[src/source/integrityPkg.sv]
/*
 * Integrity verifier shared definitions.
 * Word, bucket ID, digest and address types, the stream structs
 * between blocks, and the keyed mixing hash used per bucket.
 */
`default_nettype none

package integrityPkg;

	// ========================================
	// widths and vector types
	// ========================================
	localparam int WORD_WIDTH = 32;
	localparam int BUCKET_ID_WIDTH = 16;
	localparam int MEM_ADDR_WIDTH = 20;

	typedef logic [WORD_WIDTH-1:0] word_t;
	typedef logic [BUCKET_ID_WIDTH-1:0] bucketId_t;
	// tag sits in a single memory word, so the digest is one word wide
	typedef logic [WORD_WIDTH-1:0] digest_t;
	typedef logic [MEM_ADDR_WIDTH-1:0] memAddr_t;

	// ========================================
	// hash constants
	// ========================================
	localparam word_t ROUND_CONSTANT = 32'h9e3779b9;
	localparam int ROTATE_AMOUNT = 7;
	localparam word_t SEED_MASK = 32'ha5a5a5a5;

	// one fetched data word on its way into the pool
	typedef struct packed {
		word_t word;
		bucketId_t bucketId;
		digest_t tag;
		logic first;
		logic last;
	} hashBeat_t;

	typedef struct packed {
		bucketId_t bucketId;
		digest_t digest;
		digest_t tag;
	} hashResult_t;

	typedef struct packed {
		bucketId_t bucketId;
		logic ok;
	} verdict_t;

	// start state for a bucket
	function automatic word_t hashSeed(input bucketId_t id);
		return SEED_MASK ^ word_t'(id);
	endfunction

	// one mixing round rotates left and then adds the round constant
	function automatic word_t hashRound(input word_t state);
		word_t rotated;
		rotated = (state << ROTATE_AMOUNT) | (state >> (WORD_WIDTH - ROTATE_AMOUNT));
		return rotated + ROUND_CONSTANT;
	endfunction

endpackage

`default_nettype wire

[src/source/bucketFetch.sv]
/*
 * Bucket fetcher. Takes a bucket ID over the command handshake,
 * reads the tag word and the data words from memory, and offers
 * each data word as a beat to the hash pool.
 */
`default_nettype none

module bucketFetch import integrityPkg::*; #(
	parameter int BUCKET_WORDS = 8
) (
	input wire logic Clock,
	input wire logic reset,
	// command handshake
	input wire logic cmdReq,
	input wire bucketId_t cmdBucketId,
	output logic cmdAck,
	// memory read handshake
	output logic memReq,
	output memAddr_t memAddr,
	input wire logic memAck,
	input wire word_t memData,
	// beat stream to the pool
	output hashBeat_t beat,
	output logic beatValid,
	input wire logic beatReady
);

	localparam int COUNT_WIDTH = (BUCKET_WORDS > 1) ? $clog2(BUCKET_WORDS) : 1;
	localparam logic [COUNT_WIDTH-1:0] LAST_WORD = COUNT_WIDTH'(BUCKET_WORDS - 1);

	typedef enum logic [2:0] {
		idle,
		readTag,
		readWord,
		offerBeat,
		waitCmdDrop
	} fetchState_t;

	fetchState_t state;
	logic gotData;
	logic [COUNT_WIDTH-1:0] wordCount;
	bucketId_t bucketIdReg;
	word_t tagReg;
	word_t dataReg;

	// ========================================
	// control
	// ========================================
	always_ff @(posedge Clock) begin
		if (reset) begin
			state <= idle;
			cmdAck <= 1'b0;
			memReq <= 1'b0;
			gotData <= 1'b0;
			wordCount <= '0;
		end else begin
			// ack falls once the client lets go, whatever the fetch is doing
			if (cmdAck && !cmdReq) begin
				cmdAck <= 1'b0;
			end
			case (state)
				idle: begin
					if (cmdReq && !cmdAck) begin
						cmdAck <= 1'b1;
						wordCount <= '0;
						gotData <= 1'b0;
						state <= readTag;
					end
				end
				readTag, readWord: begin
					// full four-phase cycle per word
					if (memReq) begin
						if (memAck) begin
							memReq <= 1'b0;
							gotData <= 1'b1;
						end
					end else if (gotData) begin
						if (!memAck) begin
							gotData <= 1'b0;
							state <= (state == readTag) ? readWord : offerBeat;
						end
					end else begin
						memReq <= 1'b1;
					end
				end
				offerBeat: begin
					if (beatReady) begin
						if (wordCount == LAST_WORD) begin
							state <= waitCmdDrop;
						end else begin
							wordCount <= wordCount + 1'b1;
							state <= readWord;
						end
					end
				end
				waitCmdDrop: begin
					if (!cmdAck) begin
						state <= idle;
					end
				end
				default: state <= idle;
			endcase
		end
	end

	// ========================================
	// address and captured words
	// ========================================
	always_ff @(posedge Clock) begin
		if (state == idle && cmdReq && !cmdAck) begin
			bucketIdReg <= cmdBucketId;
			// tag first, data words right behind it
			memAddr <= memAddr_t'(cmdBucketId) * memAddr_t'(BUCKET_WORDS + 1);
		end else if (memReq && memAck) begin
			if (state == readTag) begin
				tagReg <= memData;
			end else begin
				dataReg <= memData;
			end
			memAddr <= memAddr + 1'b1;
		end
	end

	assign beatValid = (state == offerBeat);
	assign beat.word = dataReg;
	assign beat.bucketId = bucketIdReg;
	assign beat.tag = tagReg;
	assign beat.first = (wordCount == '0);
	assign beat.last = (wordCount == LAST_WORD);

endmodule

`default_nettype wire

[src/source/bucketHashEngine.sv]
/*
 * Bucket hash engine. Seeds from the bucket ID, folds in each
 * data word by XOR and runs HASH_ROUNDS mixing rounds per word,
 * then holds the digest with the stored tag until it is taken.
 */
`default_nettype none

module bucketHashEngine import integrityPkg::*; #(
	parameter int HASH_ROUNDS = 4
) (
	input wire logic Clock,
	input wire logic reset,
	input wire hashBeat_t beat,
	input wire logic beatValid,
	output logic beatReady,
	output hashResult_t result,
	output logic resultValid,
	input wire logic resultReady
);

	localparam int ROUND_WIDTH = (HASH_ROUNDS > 1) ? $clog2(HASH_ROUNDS) : 1;
	localparam logic [ROUND_WIDTH-1:0] LAST_ROUND = ROUND_WIDTH'(HASH_ROUNDS - 1);

	typedef enum logic [1:0] {
		idle,
		mixing,
		waitWord,
		done
	} engineState_t;

	engineState_t state;
	logic [ROUND_WIDTH-1:0] roundCount;
	logic lastWord;
	logic beatTaken;
	word_t hashState;
	bucketId_t bucketIdReg;
	digest_t tagReg;

	assign beatReady = (state == idle) || (state == waitWord);
	assign beatTaken = beatValid && beatReady;

	// ========================================
	// control
	// ========================================
	always_ff @(posedge Clock) begin
		if (reset) begin
			state <= idle;
			roundCount <= '0;
			lastWord <= 1'b0;
		end else begin
			case (state)
				idle, waitWord: begin
					if (beatTaken) begin
						roundCount <= '0;
						lastWord <= beat.last;
						state <= mixing;
					end
				end
				mixing: begin
					if (roundCount == LAST_ROUND) begin
						state <= lastWord ? done : waitWord;
					end else begin
						roundCount <= roundCount + 1'b1;
					end
				end
				done: begin
					if (resultReady) begin
						state <= idle;
					end
				end
				default: state <= idle;
			endcase
		end
	end

	// ========================================
	// hash datapath
	// ========================================
	always_ff @(posedge Clock) begin
		if (beatTaken) begin
			// first word restarts from the seed
			hashState <= (beat.first ? hashSeed(beat.bucketId) : hashState) ^ beat.word;
			if (beat.first) begin
				bucketIdReg <= beat.bucketId;
				tagReg <= beat.tag;
			end
		end else if (state == mixing) begin
			hashState <= hashRound(hashState);
		end
	end

	assign resultValid = (state == done);
	assign result.bucketId = bucketIdReg;
	assign result.digest = hashState;
	assign result.tag = tagReg;

endmodule

`default_nettype wire

[src/source/digestCompare.sv]
/*
 * Digest compare. Takes one result at a time, checks the digest
 * against the stored tag and reports the verdict over four-phase.
 */
`default_nettype none

module digestCompare import integrityPkg::*; (
	input wire logic Clock,
	input wire logic reset,
	input wire hashResult_t result,
	input wire logic resultValid,
	output logic resultReady,
	output verdict_t verdict,
	output logic verdictReq,
	input wire logic verdictAck
);

	logic resultTaken;

	// only take a result while the verdict handshake is fully idle
	assign resultReady = !verdictReq && !verdictAck;
	assign resultTaken = resultValid && resultReady;

	always_ff @(posedge Clock) begin
		if (reset) begin
			verdictReq <= 1'b0;
		end else begin
			if (resultTaken) begin
				verdictReq <= 1'b1;
			end else if (verdictReq && verdictAck) begin
				verdictReq <= 1'b0;
			end
		end
	end

	// verdict payload held while the request is up
	always_ff @(posedge Clock) begin
		if (resultTaken) begin
			verdict.bucketId <= result.bucketId;
			verdict.ok <= (result.digest == result.tag);
		end
	end

endmodule

`default_nettype wire

[src/source/hashPool.sv]
/*
 * Hash engine pool. Hands whole buckets to the engines in turn
 * and collects digests in the same turn order, so results leave
 * in request order.
 */
`default_nettype none

module hashPool import integrityPkg::*; #(
	parameter int NUM_ENGINES = 3,
	parameter int HASH_ROUNDS = 4
) (
	input wire logic Clock,
	input wire logic reset,
	input wire hashBeat_t beat,
	input wire logic beatValid,
	output logic beatReady,
	output hashResult_t result,
	output logic resultValid,
	input wire logic resultReady
);

	localparam int TURN_WIDTH = (NUM_ENGINES > 1) ? $clog2(NUM_ENGINES) : 1;

	logic [TURN_WIDTH-1:0] inTurn;
	logic [TURN_WIDTH-1:0] outTurn;
	logic [NUM_ENGINES-1:0] engineBeatValid;
	logic [NUM_ENGINES-1:0] engineBeatReady;
	logic [NUM_ENGINES-1:0] engineResultValid;
	logic [NUM_ENGINES-1:0] engineResultReady;
	hashResult_t engineResult [NUM_ENGINES];

	function automatic logic [TURN_WIDTH-1:0] nextTurn(input logic [TURN_WIDTH-1:0] turn);
		if (turn == TURN_WIDTH'(NUM_ENGINES - 1)) begin
			return '0;
		end
		return turn + 1'b1;
	endfunction

	// ========================================
	// turn pointers
	// ========================================
	always_ff @(posedge Clock) begin
		if (reset) begin
			inTurn <= '0;
			outTurn <= '0;
		end else begin
			// a bucket is handed over completely before the next engine gets one
			if (beatValid && beatReady && beat.last) begin
				inTurn <= nextTurn(inTurn);
			end
			if (resultValid && resultReady) begin
				outTurn <= nextTurn(outTurn);
			end
		end
	end

	assign beatReady = engineBeatReady[inTurn];
	assign result = engineResult[outTurn];
	assign resultValid = engineResultValid[outTurn];

	genvar k;
	generate
		for (k = 0; k < NUM_ENGINES; k++) begin : engines
			assign engineBeatValid[k] = beatValid && (inTurn == TURN_WIDTH'(k));
			assign engineResultReady[k] = resultReady && (outTurn == TURN_WIDTH'(k));

			bucketHashEngine #(
				.HASH_ROUNDS(HASH_ROUNDS)
			) i_bucketHashEngine (
				.Clock(Clock),
				.reset(reset),
				.beat(beat),
				.beatValid(engineBeatValid[k]),
				.beatReady(engineBeatReady[k]),
				.result(engineResult[k]),
				.resultValid(engineResultValid[k]),
				.resultReady(engineResultReady[k])
			);
		end
	endgenerate

endmodule

`default_nettype wire

[src/source/integrityVerifier.sv]
/*
 * Bucket integrity verifier top level.
 * Fetcher, hash pool and digest compare in a row.
 */
`default_nettype none

module integrityVerifier import integrityPkg::*; #(
	parameter int NUM_ENGINES = 3,
	parameter int BUCKET_WORDS = 8,
	parameter int HASH_ROUNDS = 4
) (
	input wire logic Clock,
	input wire logic reset,
	// command
	input wire logic cmdReq,
	input wire bucketId_t cmdBucketId,
	output logic cmdAck,
	// memory
	output logic memReq,
	output memAddr_t memAddr,
	input wire logic memAck,
	input wire word_t memData,
	// verdict
	output logic verdictReq,
	output verdict_t verdict,
	input wire logic verdictAck
);

	hashBeat_t beat;
	logic beatValid;
	logic beatReady;
	hashResult_t result;
	logic resultValid;
	logic resultReady;

	bucketFetch #(
		.BUCKET_WORDS(BUCKET_WORDS)
	) i_bucketFetch (
		.Clock(Clock),
		.reset(reset),
		.cmdReq(cmdReq),
		.cmdBucketId(cmdBucketId),
		.cmdAck(cmdAck),
		.memReq(memReq),
		.memAddr(memAddr),
		.memAck(memAck),
		.memData(memData),
		.beat(beat),
		.beatValid(beatValid),
		.beatReady(beatReady)
	);

	hashPool #(
		.NUM_ENGINES(NUM_ENGINES),
		.HASH_ROUNDS(HASH_ROUNDS)
	) i_hashPool (
		.Clock(Clock),
		.reset(reset),
		.beat(beat),
		.beatValid(beatValid),
		.beatReady(beatReady),
		.result(result),
		.resultValid(resultValid),
		.resultReady(resultReady)
	);

	digestCompare i_digestCompare (
		.Clock(Clock),
		.reset(reset),
		.result(result),
		.resultValid(resultValid),
		.resultReady(resultReady),
		.verdict(verdict),
		.verdictReq(verdictReq),
		.verdictAck(verdictAck)
	);

endmodule

`default_nettype wire

[config.mk]
export PLATFORM = sky130hd
export DESIGN_NAME = integrityVerifier
export DESIGN_NICKNAME = d
export VERILOG_FILES = /design/src/source/integrityPkg.sv /design/src/source/bucketFetch.sv /design/src/source/bucketHashEngine.sv /design/src/source/digestCompare.sv /design/src/source/hashPool.sv /design/src/source/integrityVerifier.sv
export SDC_FILE = /design/constraint.sdc
export NUM_CORES = 1
export LEC_CHECK = 0
export BUFFER_PORTS_ARGS = -buffer_cell sky130_fd_sc_hd__buf_4
export CORE_MARGIN = 2
export CORE_UTILIZATION = 30
export DETAILED_ROUTE_END_ITERATION = 16
export GPL_TIMING_DRIVEN = 0
export MAX_ROUTING_LAYER = met4
export PLACE_DENSITY = 0.45
export SYNTH_ARGS = -nofsm -noshare
export SYNTH_HDL_FRONTEND = slang
export SYNTH_SLANG_ARGS = --single-unit
[constraint.sdc]
create_clock -name Clock -period 8.2 [get_ports Clock]
set_input_delay 1.23 -clock Clock [delete_from_list [all_inputs] [get_ports Clock]]
set_output_delay 1.23 -clock Clock [all_outputs]
set_load 0.005 [all_outputs]
# After elaboration in Yosys (flattened, before gate mapping)

Cells that the tools add are included.

Bits in registers: 386
Bits of input ports: 53
Output and inout bits: 40
Logic and storage cells: 241

Add/sub/neg operators: 10
$mul: 1
Magnitude comparators: 3
Eq/ne operators: 42
Multiplexer cells: 79
Bitwise logic cells: 10
Reduce and logical (&&, ||, !) cells: 64

Operators with widths:

| kind                   | count |
|---|---|
| $mux 32                | 9 |
| $bmux 80 s2            | 1 |
| $mux 80                | 2 |
| $add 32x32->32 const B | 3 |
| $or 32x7->32           | 3 |
| $xor 32x32->32         | 3 |
| $mux 20                | 2 |
| $mux 2                 | 19 |
| $eq 32x32->1           | 1 |
| $mux 3                 | 10 |
| $ne 2x2->1 const B     | 14 |
| $reduce_and 3->1       | 9 |
| $mux 1                 | 25 |
| $eq 2x2->1 const B     | 11 |
| $add 20x1->20 const B  | 1 |
| $mul 16x4->20 const B  | 1 |
| $reduce_bool 2->1      | 10 |
| $logic_and 1x1->1      | 19 |
| $pmux 2 s3             | 3 |
| $not 8->16             | 1 |
| $pmux 2 s2             | 3 |
| $pmux 3 s4             | 1 |
| $reduce_and 2->1       | 6 |
| $add 2x1->2 const B    | 5 |
| other kinds (21)       | 47 |

# Logic depth before layout (Yosys ltp)

Depth in word-level cells: 9
Mapped depth: 9

# By module

Synthesis repeated with hierarchy kept, for this count alone.

Cell total of the unflattened synthesis: 1812
Area, all modules: 20936.3 µm²

Modules (own cells, without submodules):

| module                                                          | times used | cells an instance | area an instance (µm²) | seq. area each (µm²) |
|---|---|---|---|---|
| bucketHashEngine (i_hashPool.engines[0].i_bucketHashEngine ...) | 2          | 389               | 4345.4                 | 2502.4 |
| bucketFetch                                                     | 1          | 362               | 4908.5                 | 3183.1 |
| bucketHashEngine (i_hashPool.engines[2].i_bucketHashEngine)     | 1          | 387               | 4430.5                 | 2502.4 |
| hashPool                                                        | 1          | 220               | 2010.7                 | 80.1 |
| digestCompare                                                   | 1          | 65                | 895.9                  | 530.5 |

# Least setup slack after synthesis

No wires, ideal clock.

Path kind: input to register
Start: input port cmdReq
End: register i_bucketFetch.dataReg[0] (enable)
Arrival time: 4.491 ns
Setup slack: 3.248 ns
Stages: 5
Cells stage by stage: nor2b_1 > nand2_1 > clkinv_1 > buf_1 > nor3_1

Word-level cells in the longest chain between the ends: 4

RTL lines:

| item                           | line                    | source |
|---|---|---|
| from (decl)                    | integrityVerifier.sv:15 | `input wire logic cmdReq,` |
| $logic_and 1x1->1 (2 in a row) | bucketFetch.sv:110      | `if (state == idle && cmdReq && !cmdAck) begin` |
| $not 1->1 (no line)            | --                      |  |
| $reduce_and 3->1 (no line)     | --                      |  |
| to (signal assigned)           | bucketFetch.sv:118      | `dataReg <= memData;` |
| to (decl)                      | bucketFetch.sv:44       | `word_t dataReg;` |

Every way passes these cells.
A chain may end at the register's enable or synchronous reset.

# Worst setup path in the final report

Start: register i_bucketFetch.state[0]
End: register i_hashPool.engines[2].i_bucketHashEngine.bucketIdReg[15] (enable)

Word-level cells in the longest chain between the ends: 4

RTL lines:

| item                       | line                   | source |
|---|---|---|
| from (decl)                | bucketFetch.sv:39      | `fetchState_t state;` |
| from (signal assigned)     | bucketFetch.sv:51      | `state <= idle;` |
| from (signal assigned)     | bucketFetch.sv:67      | `state <= readTag;` |
| from (signal assigned)     | bucketFetch.sv:80      | `state <= (state == readTag) ? readWord : offerBeat;` |
| $eq 3x2->1                 | bucketFetch.sv:124     | `assign beatValid = (state == offerBeat);` |
| $logic_and 1x1->1          | hashPool.sv:64         | `assign engineBeatValid[k] = beatValid && (inTurn == TURN_WIDTH'(k));` |
| $logic_and 1x1->1          | bucketHashEngine.sv:40 | `assign beatTaken = beatValid && beatReady;` |
| $reduce_and 2->1 (no line) | --                     |  |
| to (signal assigned)       | bucketHashEngine.sv:84 | `bucketIdReg <= beat.bucketId;` |
| to (decl)                  | bucketHashEngine.sv:36 | `bucketId_t bucketIdReg;` |

Every way passes these cells.

==> summary.md <==
| Metric | Value |
|---|---|
| Port Buf Inserts | `91` |
| Fin. Hold Viols | `0` |
| CTS tree | `done` |
| PD cells | `190 nW/um2` |
| Setup Skew | `25.1 ps` |
| Post-synth top area cell | `edfxtp_1` |
| Crit Path Category | `reg2reg` |
| Top-area cell type share of the netlist area | `54.5%` |
| Drt initial violations | `1,282` |
| Seq cells post-synth | `between 300 and 400` |
| Setup TNS Final | `0 ps` |
| WP data required | `8460 ps` |
| Number of global-route vias before repair | `13,937` |
| Worst slew margin | `3.35%` |
| Post-synth top flop | `edfxtp_1` |
| DIE WIDTH | `between 200 and 300 um` |
| Post-CTS Setup Bufs | `0` |
| First-pass GRT wire length | `97,500 um` |
| Most common cell after layout, fill and taps aside | `edfxtp_1` |
| Period utilization | `45.3%` |
| Post-Syn Area per Cell | `11.3 um2` |
| RSZ-0062 raised after global routing | `no` |
| GP Congestion | `a little over 0.9` |
| Via density | `a little over 5` |
| Initial antenna violation count | `1` |
| Worst EP arrival | `3970 ps` |
| Clock tree buffer depth | `3` |
| Post-synth ARST share | `0%` |
| Vias post-DR | `14,406` |
| Crit Path Max Fanout | `26` |
| Max-cap violation count | `0` |
| Max VDD drop | `0.125 mV` |
| Hold Buf Count CTS | `0` |
| Global-route usage over all layers | `between 20% and 30%` |
| Leak | `between 7 and 8 nW` |
| Yosys warns | `0` |
| Syn Inst Count | `1,740` |
| Fmax | `269 MHz` |
| First-pass iteration count of the detailed router | `6` |
| Overflow after GRT | `0` |
| Status | `finished clean` |
| Clk sink count | `around 390` |
| DRC viols | `0` |
| I/O pin cnt | `93` |
| Fin worst setup slack | `4490 ps` |
| Num CTS Buffers | `45` |
| EDFF count, synth | `357` |
| Post-synth cell types | `75` |
| Starting density of the core | `roughly 30%` |
| Die area | `approximately 68,000 um2` |
| Hold crit path type | `reg2reg` |
| Synthesized cell area | `about 20,000 um2` |
| Least-Margin Pin Slew | `1430 ps` |
| Post-Route WL | `between 60,000 and 70,000 um` |
| DP Wirelength | `between 50,000 and 60,000 um` |
| Clock transition at path regs | `60 ps` |
| Post-layout minimum cycle time | `3710 ps` |
| CP endpoint kind | `register` |
| Fin nets | `1,980` |
| Pre-CTS setup slack | `4030 ps` |
| Die Y | `260 um` |
| Largest net degree at the start of global routing | `33` |
| Seq/Total Area, Yosys | `57.4%` |
| Detail Route Antenna Nets | `0` |
| H-tree Lvls | `2` |
| Slew Limit Fails | `0` |
| Clock insertion delay at the later pin of the skew report | `~590 ps` |
| # rows | `93` |
| WL/cell | `24.6 um` |
| Post-cts gate resize count | `0` |
| Startpoint Class | `register` |
| Final setup fails | `0` |
| Most frequent cells in the layout | `357 x edfxtp_1, 163 x a21oi_1, 159 x nor2_1` |
| Share of cells above drive strength 1 | `a little over a tenth` |
| Layout area overhead | `17.0%` |
| Clock Root Buffer | `clkbuf_16` |
| CORE AREA | `64,700 um2` |
| Most area-consuming cells after synthesis | `edfxtp_1 54%, xnor2_1 6.9%, xor2_1 4.9%` |
| Mapped Nets | `1,830` |
| R2R setup slack | `4490 ps` |
[cell usage after synthesis, drive strengths merged (4+ instances only)]
cell type  instances
a21oi            164
a21o              10
o311ai             5
xor2             111
nand2b            10
and3              14
inv               19
dfxtp             29
ha                36
a31oi             19
nor4              15
o31ai             12
edfxtp           357
or3               27
xnor2            154
a21boi             9
buf               24
and2              13
a211oi            11
nand3b             4
o211ai             4
o21ai            103
nor2b              9
nor2             163
mux2i             34
nand4             18
clkbuf            76
o21bai             6
o41ai              5
o21a              12
nand2            143
nand3             45
a2bb2oi            4
nor3              32
[state kept, by name, indices dropped and copies added (netlist names)]
| signal | count |
|---|---|
| i_hashPool.engines.i_bucketHashEngine.hashState | 96 |
| i_hashPool.engines.i_bucketHashEngine.tagReg | 96 |
| i_hashPool.engines.i_bucketHashEngine.bucketIdReg | 48 |
| i_bucketFetch.dataReg | 32 |
| i_bucketFetch.tagReg | 32 |
| i_bucketFetch.memAddr | 20 |
| i_digestCompare.verdict | 17 |
| i_bucketFetch.bucketIdReg | 16 |
| i_hashPool.engines.i_bucketHashEngine.roundCount | 6 |
| i_hashPool.engines.i_bucketHashEngine.state | 6 |
| i_bucketFetch.state | 3 |
| i_bucketFetch.wordCount | 3 |
| i_hashPool.engines.i_bucketHashEngine.lastWord | 3 |
| i_hashPool.inTurn | 2 |
| i_hashPool.outTurn | 2 |
| i_bucketFetch.cmdAck | 1 |
| i_bucketFetch.gotData | 1 |
| i_bucketFetch.memReq | 1 |
| i_digestCompare.verdictReq | 1 |
[cell families after synthesis]
| kind of cell | count (synthesis) | synth area share [%] |
|---|---|---|
| AND/OR/NAND/NOR | 504 | 11.9 |
| AO/OA/AOI/OAI | 394 | 12.4 |
| flip-flops | 386 | 57.4 |
| XOR/XNOR | 265 | 11.8 |
| buffers and inverters | 120 | 2.39 |
| adder cells (fa/ha/maj) | 37 | 2.39 |
| multiplexers | 34 | 1.73 |
[cell type report]
type	count	area (um2)
inverter	20	75.1
timing repair buffer	103	857
antenna	3	7.51
sequential	386	11300
clock buffer	56	1170
clock inverter	23	208
tap	855	1070
buffer	100	397
fill	6529	41700
multi-input combinational	1234	7940
[layer usage]
metal	global-route usage (%)	wire (um)	part of all wire, %
met5	-	0	0
met4	5.00	1440	2.1
met3	2.57	3280	4.8
met2	33.4	32900	48
met1	27.3	30700	45
[through the flow]
| step | area (um2) | hold WS [ps] | power (mW) | cells | util, % |
|---|---|---|---|---|---|
| finish | 23000 | 461 | 4.37 | 2780 | 35.6 |
| global route | 23000 | 484 | 4.50 | 2777 | 35.6 |
| CTS | 23000 | 462 | 4.41 | 2777 | 35.6 |
| detailed placement | 21600 | 454 | 2.47 | 2698 | 33.4 |
| global placement | 21400 | 451 | 2.47 | 2686 | 33.1 |
| floorplan | 19700 | 433 | 2.36 | 1740 | - |
[report_power, final]
part / total [mW] / internal [mW] / switching [mW]
Clock: 1.94 / 1.10 / 0.832
Sequential: 2.21 / 2.17 / 0.0389
Combinational: 0.223 / 0.0989 / 0.124
[critical path: stages, from the launching register on]
cell	delay (ps)
dfxtp_1	350
clkbuf_1	320
nand2_1	90
nor2_1	190
nand3_1	420
clkbuf_1	500
clkbuf_1	390
nor2_4	790
buf_12	290
[worst paths after layout]
path,from,to,depth (start not counted)
worst max register to register,i_bucketFetch.state[0],register,8
worst min register to register,register,register,2
worst min-delay path,register,register,2
worst max-delay path,i_bucketFetch.state[0],register,8
(Power assumes the default switching activity.)
